==> src/hdl/mipsPkg.sv <==
package mipsPkg;

    typedef logic [31:0] wordT;
    typedef logic [4:0]  regAddrT;

    // primary opcodes
    localparam logic [5:0] OP_RTYPE = 6'h00;
    localparam logic [5:0] OP_ADDIU = 6'h09;
    localparam logic [5:0] OP_ANDI  = 6'h0c;
    localparam logic [5:0] OP_ORI   = 6'h0d;
    localparam logic [5:0] OP_LUI   = 6'h0f;
    localparam logic [5:0] OP_LW    = 6'h23;
    localparam logic [5:0] OP_SW    = 6'h2b;

    // funct field, r-type only
    localparam logic [5:0] FN_ADDU = 6'h21;
    localparam logic [5:0] FN_SUBU = 6'h23;
    localparam logic [5:0] FN_AND  = 6'h24;
    localparam logic [5:0] FN_OR   = 6'h25;
    localparam logic [5:0] FN_XOR  = 6'h26;
    localparam logic [5:0] FN_SLT  = 6'h2a;

    typedef enum logic [2:0] {
        ALU_ADD = 3'd0,  // zero payload lands here
        ALU_SUB = 3'd1,
        ALU_AND = 3'd2,
        ALU_OR  = 3'd3,
        ALU_XOR = 3'd4,
        ALU_SLT = 3'd5,
        ALU_LUI = 3'd6
    } aluOpT;

    typedef enum logic [1:0] {
        FWD_RF  = 2'd0,
        FWD_MEM = 2'd1,
        FWD_WB  = 2'd2
    } fwdSelT;

    // all zero means no-op
    typedef struct packed {
        logic  regWrite;
        logic  regDstRd;
        logic  aluSrcImm;
        aluOpT aluOp;
        logic  memRead;
        logic  memWrite;
    } ctrlT;

    typedef struct packed {
        wordT pc;
        wordT instr;
    } fetchDecT;

    typedef struct packed {
        wordT    pc;
        ctrlT    ctrl;
        regAddrT rs;
        regAddrT rt;
        regAddrT dest;
        wordT    rd1;
        wordT    rd2;
        wordT    imm;
    } decExT;

    typedef struct packed {
        wordT    pc;
        ctrlT    ctrl;
        regAddrT dest;
        wordT    aluRes;
        wordT    storeData;
    } exMemT;

    typedef struct packed {
        wordT    pc;
        logic    regWrite;
        logic    memRead;
        regAddrT dest;
        wordT    aluRes;
    } memWbT;

endpackage
==> src/hdl/datapath.sv <==
module datapath #(
    parameter mipsPkg::wordT resetPc = '0
) (
    input  logic             clk_i,
    input  logic             rstN_i,
    input  mipsPkg::wordT    instr_i,
    input  mipsPkg::wordT    memRdata_i,
    output mipsPkg::wordT    pc_o,
    output mipsPkg::wordT    memAddr_o,
    output mipsPkg::wordT    memWdata_o,
    output logic             memWe_o,
    output logic             memRe_o,
    output logic             wbEn_o,
    output mipsPkg::regAddrT wbReg_o,
    output mipsPkg::wordT    wbData_o,
    output mipsPkg::wordT    wbPc_o
);
    import mipsPkg::*;

    wordT     pcQ;
    logic     stall;

    fetchDecT fdD;
    fetchDecT fdQ;
    decExT    deD;
    decExT    deQ;
    exMemT    emD;
    exMemT    emQ;
    memWbT    mwD;
    memWbT    mwQ;

    wordT     instrD;
    regAddrT  rsD;
    regAddrT  rtD;
    regAddrT  rdD;
    ctrlT     ctrlD;
    wordT     immD;
    wordT     rd1D;
    wordT     rd2D;

    fwdSelT   fwdA;
    fwdSelT   fwdB;
    wordT     srcAE;
    wordT     fwdBE;
    wordT     srcBE;
    wordT     aluOutE;

    wordT     wbData;
    logic     wbWe;

    function automatic wordT pickFwd(fwdSelT sel, wordT rf, wordT fromMem, wordT fromWb);
        case (sel)
            FWD_MEM: return fromMem;
            FWD_WB:  return fromWb;
            default: return rf;
        endcase
    endfunction

    // fetch
    always_ff @(posedge clk_i) begin
        if (!rstN_i) begin
            pcQ <= resetPc;
        end else if (!stall) begin
            pcQ <= pcQ + 32'd4;
        end
    end

    assign pc_o = pcQ;

    always_comb begin
        fdD.pc    = pcQ;
        fdD.instr = instr_i;
    end

    stageReg #(.payloadT(fetchDecT)) i_fdReg (
        .clk_i   (clk_i),
        .rstN_i  (rstN_i),
        .en_i    (!stall),
        .flush_i (1'b0),
        .d_i     (fdD),
        .q_o     (fdQ)
    );

    // decode
    assign instrD = fdQ.instr;
    assign rsD    = instrD[25:21];
    assign rtD    = instrD[20:16];
    assign rdD    = instrD[15:11];

    decoder i_decoder (
        .instr_i (instrD),
        .ctrl_o  (ctrlD),
        .imm_o   (immD)
    );

    regFile i_regFile (
        .clk_i    (clk_i),
        .rstN_i   (rstN_i),
        .raddrA_i (rsD),
        .raddrB_i (rtD),
        .we_i     (wbWe),
        .waddr_i  (mwQ.dest),
        .wdata_i  (wbData),
        .rdataA_o (rd1D),
        .rdataB_o (rd2D)
    );

    always_comb begin
        deD.pc   = fdQ.pc;
        deD.ctrl = ctrlD;
        deD.rs   = rsD;
        deD.rt   = rtD;
        deD.dest = ctrlD.regDstRd ? rdD : rtD;
        deD.rd1  = rd1D;
        deD.rd2  = rd2D;
        deD.imm  = immD;
    end

    stageReg #(.payloadT(decExT)) i_deReg (
        .clk_i   (clk_i),
        .rstN_i  (rstN_i),
        .en_i    (1'b1),
        .flush_i (stall),  // load-use bubble
        .d_i     (deD),
        .q_o     (deQ)
    );

    // execute
    hazardUnit i_hazardUnit (
        .rsD_i       (rsD),
        .rtD_i       (rtD),
        .rsE_i       (deQ.rs),
        .rtE_i       (deQ.rt),
        .destE_i     (deQ.dest),
        .destM_i     (emQ.dest),
        .destW_i     (mwQ.dest),
        .regWriteM_i (emQ.ctrl.regWrite),
        .regWriteW_i (mwQ.regWrite),
        .memReadE_i  (deQ.ctrl.memRead),
        .fwdA_o      (fwdA),
        .fwdB_o      (fwdB),
        .stall_o     (stall)
    );

    assign srcAE = pickFwd(fwdA, deQ.rd1, emQ.aluRes, wbData);
    assign fwdBE = pickFwd(fwdB, deQ.rd2, emQ.aluRes, wbData);
    assign srcBE = deQ.ctrl.aluSrcImm ? deQ.imm : fwdBE;

    alu i_alu (
        .op_i (deQ.ctrl.aluOp),
        .a_i  (srcAE),
        .b_i  (srcBE),
        .y_o  (aluOutE)
    );

    always_comb begin
        emD.pc        = deQ.pc;
        emD.ctrl      = deQ.ctrl;
        emD.dest      = deQ.dest;
        emD.aluRes    = aluOutE;
        emD.storeData = fwdBE;  // sw data is rt after forwarding
    end

    stageReg #(.payloadT(exMemT)) i_emReg (
        .clk_i   (clk_i),
        .rstN_i  (rstN_i),
        .en_i    (1'b1),
        .flush_i (1'b0),
        .d_i     (emD),
        .q_o     (emQ)
    );

    // memory
    assign memAddr_o  = emQ.aluRes;
    assign memWdata_o = emQ.storeData;
    assign memWe_o    = emQ.ctrl.memWrite;
    assign memRe_o    = emQ.ctrl.memRead;

    always_comb begin
        mwD.pc       = emQ.pc;
        mwD.regWrite = emQ.ctrl.regWrite;
        mwD.memRead  = emQ.ctrl.memRead;
        mwD.dest     = emQ.dest;
        mwD.aluRes   = emQ.aluRes;
    end

    stageReg #(.payloadT(memWbT)) i_mwReg (
        .clk_i   (clk_i),
        .rstN_i  (rstN_i),
        .en_i    (1'b1),
        .flush_i (1'b0),
        .d_i     (mwD),
        .q_o     (mwQ)
    );

    // writeback, load data arrives this cycle
    assign wbData = mwQ.memRead ? memRdata_i : mwQ.aluRes;
    assign wbWe   = mwQ.regWrite && (mwQ.dest != 5'd0);

    assign wbEn_o   = wbWe;
    assign wbReg_o  = mwQ.dest;
    assign wbData_o = wbData;
    assign wbPc_o   = mwQ.pc;

endmodule

==> src/hdl/stageReg.sv <==
module stageReg #(
    parameter type payloadT = logic [31:0]
) (
    input  logic    clk_i,
    input  logic    rstN_i,
    input  logic    en_i,
    input  logic    flush_i,
    input  payloadT d_i,
    output payloadT q_o
);

    always_ff @(posedge clk_i) begin
        if (!rstN_i) begin
            q_o <= '0;
        end else if (flush_i) begin
            q_o <= '0;  // bubble
        end else if (en_i) begin
            q_o <= d_i;
        end
    end

endmodule

==> src/hdl/hazardUnit.sv <==
module hazardUnit (
    input  mipsPkg::regAddrT rsD_i,
    input  mipsPkg::regAddrT rtD_i,
    input  mipsPkg::regAddrT rsE_i,
    input  mipsPkg::regAddrT rtE_i,
    input  mipsPkg::regAddrT destE_i,
    input  mipsPkg::regAddrT destM_i,
    input  mipsPkg::regAddrT destW_i,
    input  logic             regWriteM_i,
    input  logic             regWriteW_i,
    input  logic             memReadE_i,
    output mipsPkg::fwdSelT  fwdA_o,
    output mipsPkg::fwdSelT  fwdB_o,
    output logic             stall_o
);
    import mipsPkg::*;

    logic liveM;
    logic liveW;

    // a write to r0 is never a source
    assign liveM = regWriteM_i && (destM_i != 5'd0);
    assign liveW = regWriteW_i && (destW_i != 5'd0);

    always_comb begin
        fwdA_o = FWD_RF;
        if (liveM && destM_i == rsE_i) begin
            fwdA_o = FWD_MEM;  // youngest result wins
        end else if (liveW && destW_i == rsE_i) begin
            fwdA_o = FWD_WB;
        end

        fwdB_o = FWD_RF;
        if (liveM && destM_i == rtE_i) begin
            fwdB_o = FWD_MEM;
        end else if (liveW && destW_i == rtE_i) begin
            fwdB_o = FWD_WB;
        end
    end

    // checks rt even for i-type, costs a spare bubble at worst
    assign stall_o = memReadE_i && (destE_i != 5'd0)
                     && (destE_i == rsD_i || destE_i == rtD_i);

endmodule

==> src/hdl/alu.sv <==
module alu (
    input  mipsPkg::aluOpT op_i,
    input  mipsPkg::wordT  a_i,
    input  mipsPkg::wordT  b_i,
    output mipsPkg::wordT  y_o
);
    import mipsPkg::*;

    logic lessSigned;

    assign lessSigned = ($signed(a_i) < $signed(b_i));

    always_comb begin
        case (op_i)
            ALU_ADD: y_o = a_i + b_i;  // wraps, no overflow trap
            ALU_SUB: y_o = a_i - b_i;
            ALU_AND: y_o = a_i & b_i;
            ALU_OR:  y_o = a_i | b_i;
            ALU_XOR: y_o = a_i ^ b_i;
            ALU_SLT: y_o = {31'd0, lessSigned};
            ALU_LUI: y_o = {b_i[15:0], 16'h0000};
            default: y_o = '0;
        endcase
    end

endmodule

==> src/hdl/regFile.sv <==
module regFile (
    input  logic             clk_i,
    input  logic             rstN_i,
    input  mipsPkg::regAddrT raddrA_i,
    input  mipsPkg::regAddrT raddrB_i,
    input  logic             we_i,
    input  mipsPkg::regAddrT waddr_i,
    input  mipsPkg::wordT    wdata_i,
    output mipsPkg::wordT    rdataA_o,
    output mipsPkg::wordT    rdataB_o
);
    import mipsPkg::*;

    wordT regs [32];
    logic wrLive;

    assign wrLive = we_i && (waddr_i != 5'd0);  // r0 never written

    always_ff @(posedge clk_i) begin
        if (!rstN_i) begin
            for (int i = 0; i < 32; i++) begin
                regs[i] <= '0;
            end
        end else if (wrLive) begin
            regs[waddr_i] <= wdata_i;
        end
    end

    // same-cycle write shows up on the read side
    assign rdataA_o = (wrLive && waddr_i == raddrA_i) ? wdata_i : regs[raddrA_i];
    assign rdataB_o = (wrLive && waddr_i == raddrB_i) ? wdata_i : regs[raddrB_i];

endmodule

==> src/hdl/decoder.sv <==
module decoder (
    input  mipsPkg::wordT instr_i,
    output mipsPkg::ctrlT ctrl_o,
    output mipsPkg::wordT imm_o
);
    import mipsPkg::*;

    logic [5:0]  opcode;
    logic [5:0]  funct;
    logic [15:0] imm16;
    logic        rdIsZero;

    assign opcode   = instr_i[31:26];
    assign funct    = instr_i[5:0];
    assign imm16    = instr_i[15:0];
    assign rdIsZero = (instr_i[15:11] == 5'd0);

    always_comb begin
        ctrl_o = '0;
        imm_o  = {{16{imm16[15]}}, imm16};
        case (opcode)
            OP_RTYPE: begin
                // r-type into r0 is dropped entirely
                if (!rdIsZero) begin
                    ctrl_o.regWrite = 1'b1;
                    ctrl_o.regDstRd = 1'b1;
                    case (funct)
                        FN_ADDU: ctrl_o.aluOp = ALU_ADD;
                        FN_SUBU: ctrl_o.aluOp = ALU_SUB;
                        FN_AND:  ctrl_o.aluOp = ALU_AND;
                        FN_OR:   ctrl_o.aluOp = ALU_OR;
                        FN_XOR:  ctrl_o.aluOp = ALU_XOR;
                        FN_SLT:  ctrl_o.aluOp = ALU_SLT;
                        default: ctrl_o = '0;
                    endcase
                end
            end
            OP_ADDIU: begin
                ctrl_o.regWrite  = 1'b1;
                ctrl_o.aluSrcImm = 1'b1;
                ctrl_o.aluOp     = ALU_ADD;
            end
            OP_ANDI, OP_ORI: begin
                ctrl_o.regWrite  = 1'b1;
                ctrl_o.aluSrcImm = 1'b1;
                ctrl_o.aluOp     = (opcode == OP_ANDI) ? ALU_AND : ALU_OR;
                imm_o            = {16'h0000, imm16};  // logical ops zero-extend
            end
            OP_LUI: begin
                ctrl_o.regWrite  = 1'b1;
                ctrl_o.aluSrcImm = 1'b1;
                ctrl_o.aluOp     = ALU_LUI;
                imm_o            = {16'h0000, imm16};
            end
            OP_LW: begin
                ctrl_o.regWrite  = 1'b1;
                ctrl_o.aluSrcImm = 1'b1;
                ctrl_o.memRead   = 1'b1;
            end
            OP_SW: begin
                ctrl_o.aluSrcImm = 1'b1;
                ctrl_o.memWrite  = 1'b1;
            end
            default: ctrl_o = '0;
        endcase
    end

endmodule

==> config.mk <==
export PLATFORM = sky130hd
export DESIGN_NAME = datapath
export DESIGN_NICKNAME = d
export VERILOG_FILES = /design/src/hdl/mipsPkg.sv /design/src/hdl/datapath.sv /design/src/hdl/stageReg.sv /design/src/hdl/hazardUnit.sv /design/src/hdl/alu.sv /design/src/hdl/regFile.sv /design/src/hdl/decoder.sv
export SDC_FILE = /design/constraint.sdc
export NUM_CORES = 2
export LEC_CHECK = 0
export BUFFER_PORTS_ARGS = -buffer_cell sky130_fd_sc_hd__buf_2
export CORE_ASPECT_RATIO = 2
export CORE_MARGIN = 2
export CORE_UTILIZATION = 57
export DETAILED_ROUTE_END_ITERATION = 10
export GPL_ROUTABILITY_DRIVEN = 0
export PLACE_DENSITY = 0.73
export SLEW_MARGIN = 30
export SYNTH_ARGS = -nofsm -noshare
export SYNTH_HDL_FRONTEND = slang
export SYNTH_HIERARCHICAL = 1
export SYNTH_SLANG_ARGS = --single-unit
==> constraint.sdc <==
create_clock -name clk_i -period 4.95 [get_ports clk_i]
set_input_delay 0.7425 -clock clk_i [delete_from_list [all_inputs] [get_ports clk_i]]
set_output_delay 0.7425 -clock clk_i [all_outputs]
set_load 0.01 [all_outputs]
==> metrics.md <==
| Metric | Value |
|---|---|
| Number of global-route vias before repair | 57600 |
| Fin. Hold Viols | 0 |
| CP max stage cell | o311ai_0 |
| Final setup margin | -839 ps |
| Routed vias | roughly 57000 |
| DP HPWL | ~180 mm |
| Drt first pass iters | 10 |
| FMAX | around 0.17 GHz |
| Die area | 0.139 mm^2 |
| WHS Endpoint | i_fdReg/q_o[16]$_SDFFE_PP0P_ |
| Cell Pwr Density | roughly 310 mW/mm^2 |
| Worst hold slack | 224 ps |
| Critical Path End Type | flop |
| R2r worst-path depth | 27 |
| Die width | approximately 260 um |
| Mapped Cells | ~6000 |
| Synth warn | 6 |
| # clock sinks | roughly 1400 |
| Period minus WS final | 5790 ps |
| CTS H-tree lvls | 3 |
| Num CTS Buffers | around 120 |
| Fill count | approximately 9500 |
| First-pass GRT wire length | 374 mm |
| Relative slew slack | 25.6% |
| CTS tree | done |
| Routed WL | ~260 mm |
| RSZ-0062 raised after global routing | true |
| Initial antenna violation count | 36 |
| Tcrit/Tclk final | 117% |
| Largest stage delay, worst path | between 600 and 700 ps |
| Share of layout cells above drive strength 1 | between 20 and 30% |
| LEAKAGE | ~34 nW |
| Failing checks | DRC, setup timing |
| Worst reg2reg setup slack | -840 ps |
| Skew final | roughly 34 ps |
| Worst EP arrival | ~6400 ps |
| Max_cap viols | 0 |
| Worst Hold Depth | 3 |
| Power, Total | 0.0276 W |
| Status | finished, violations left |
| CTS Root Cell | clkbuf_16 |
| Latest clock arrival within the worst-skew pair | 770 ps |
| Die Ht | approximately 520 um |
| Initial Util | between 50% and 60% |
| CP bufs+invs | 9 |
| Hold crit path type | in -> reg |
| Vias per cell | between 6 and 7 |
| Startpoint types | flop |
| Mapped Avg Cell Area | roughly 13 um^2 |
| VDD IR-drop max | between 0.0003 and 0.0004 V |
| Grt ovf | 0 |
| Slew Limit Fails | 0 |
| FP Rows | roughly 190 |
| CP delay by family, top | compound AO/OA/AOI/OAI gates |
| Area Growth Syn to Fin | 15.2% |
| CTS Hold Bufs | 0 |
| RR Startpoint | i_emReg/q_o[67]$_SDFFE_PP0P_ |
| Total GRT Usage | 37.0% |
| Clock transition at the registers of the reported paths | 70 ps |
| Final #Nets | 6765 |
| Largest net degree at the start of global routing | 151 |
| WL/cell | between 30 and 40 um |
| CP Data Required Time | between 5000 and 6000 ps |
| Worst reg2reg endpoint | i_emReg/q_o[60]$_SDFFE_PP0P_ |
| Initial DRC Count | 6382 |
| CTS max path bufs | 3 |
| Max FO, Critical Path | 6 |
| Port Buffers | between 200 and 250 |
| Worst Hold Launch | instr_i[16] |
| Most common cell on crit path | buf_12 |
| Synth Cell Area | 0.0773 mm^2 |
| DRT antenna net count | 0 |
| Boundary pin count | between 200 and 250 |
| DRC Markers | 2 |
| Worst Setup Path Type | reg -> reg |
| Core box area | about 0.14 mm^2 |
| Worst-Margin Slew | roughly 1100 ps |
| Setup violations, final | 24 |
[where the power goes]
part | switching [W] | internal, W
clock | 0.00450 | 0.00528
sequential | 0.000322 | 0.0133
combinational | 0.00230 | 0.00184
[through the flow]
| stage | cells | worst slack [ps] | util, % | instance area, um^2 | TNS [ps] |
|---|---|---|---|---|---|
| global placement | 8150 | -634 | 61.3 | 82700 | -9850 |
| floorplan | 6214 | 29.1 | - | 77500 | 0 |
| finish | 8451 | -839 | 65.9 | 89000 | -9160 |
| detailed placement | 8153 | -661 | 61.3 | 82800 | -10330 |
| global route | 8437 | -734 | 65.9 | 89000 | -11140 |
| CTS | 8390 | -225 | 64.9 | 87600 | -2740 |
[tightest hold or removal path, cell delays in order]
cell and delay (ps):
buf_2 80, mux2i_1 50, nor2_1 70
[final cells by class]
class | count | area [um^2] | area share (%)
clock buffer | 146 | 3170 | 3.56
clock inverter | 73 | 743 | 0.835
multi-input combinational | 4024 | 36700 | 41.2
antenna | 20 | 50.0 | 0.0562
timing repair buffer | 864 | 6450 | 7.24
inverter | 144 | 564 | 0.634
sequential | 1443 | 39200 | 44.0
tap | 1737 | 2170 | 2.44
[registers in the layout, indices dropped and copies added (netlist names)]
signal / flops
i_deReg/q_o: 150
i_emReg/q_o: 104
i_fdReg/q_o: 64
i_mwReg/q_o: 71
i_regFile/regs: 1024
pc_o: 30
[worst max path at each step]
stage,start,endpoint,depth (start not counted)
floorplan,i_mwReg/q_o[36]$_SDFFE_PP0P_,i_emReg/q_o[48]$_SDFFE_PP0P_,22
global placement,i_emReg/q_o[65]$_SDFFE_PP0P_,i_emReg/q_o[60]$_SDFFE_PP0P_,23
detailed placement,i_mwReg/q_o[34]$_SDFFE_PP0P_,i_emReg/q_o[60]$_SDFFE_PP0P_,24
CTS,i_mwReg/q_o[34]$_SDFFE_PP0P_,i_emReg/q_o[60]$_SDFFE_PP0P_,24
global route,i_emReg/q_o[67]$_SDFFE_PP0P_,i_emReg/q_o[58]$_SDFFE_PP0P_,27
finish,i_emReg/q_o[67]$_SDFFE_PP0P_,i_emReg/q_o[60]$_SDFFE_PP0P_,27
[cell usage in the layout, fill, tap and decap left out, drive strengths merged, types with 72 or more instances in the layout]
master  count
dfxtp     419
nor2      504
inv       152
nand2     176
and2      998
o21ai     201
or4        81
mux2i     428
mux4      508
o22ai     275
buf       864
mux2       72
ha        101
edfxtp   1024
clkbuf    146
a21oi     146
[routing by layer]
metal  part of all wire, %  routed length (um)  track usage [%]  vias up
met4                   9.9               26100             32.2       26
met3                    11               28000             9.99     1397
met1                    31               81000             38.8    28200
met5                 0.099                 261            0.491        -
li1                      -                   -                -    23700
met2                    48              127000             61.2     3997
[timing repair]
| item | 4_1_cts | 5_1_grt |
|---|---|---|
| pin swaps | 29 | 110 |
| gates cloned | 1 | 0 |
| endpoints found under the setup margin | 26 | 28 |
| gates resized for setup | 157 | 222 |
| buffers inserted | 18 | 42 |
No activity file was read; power rests on OpenSTA's default activity.
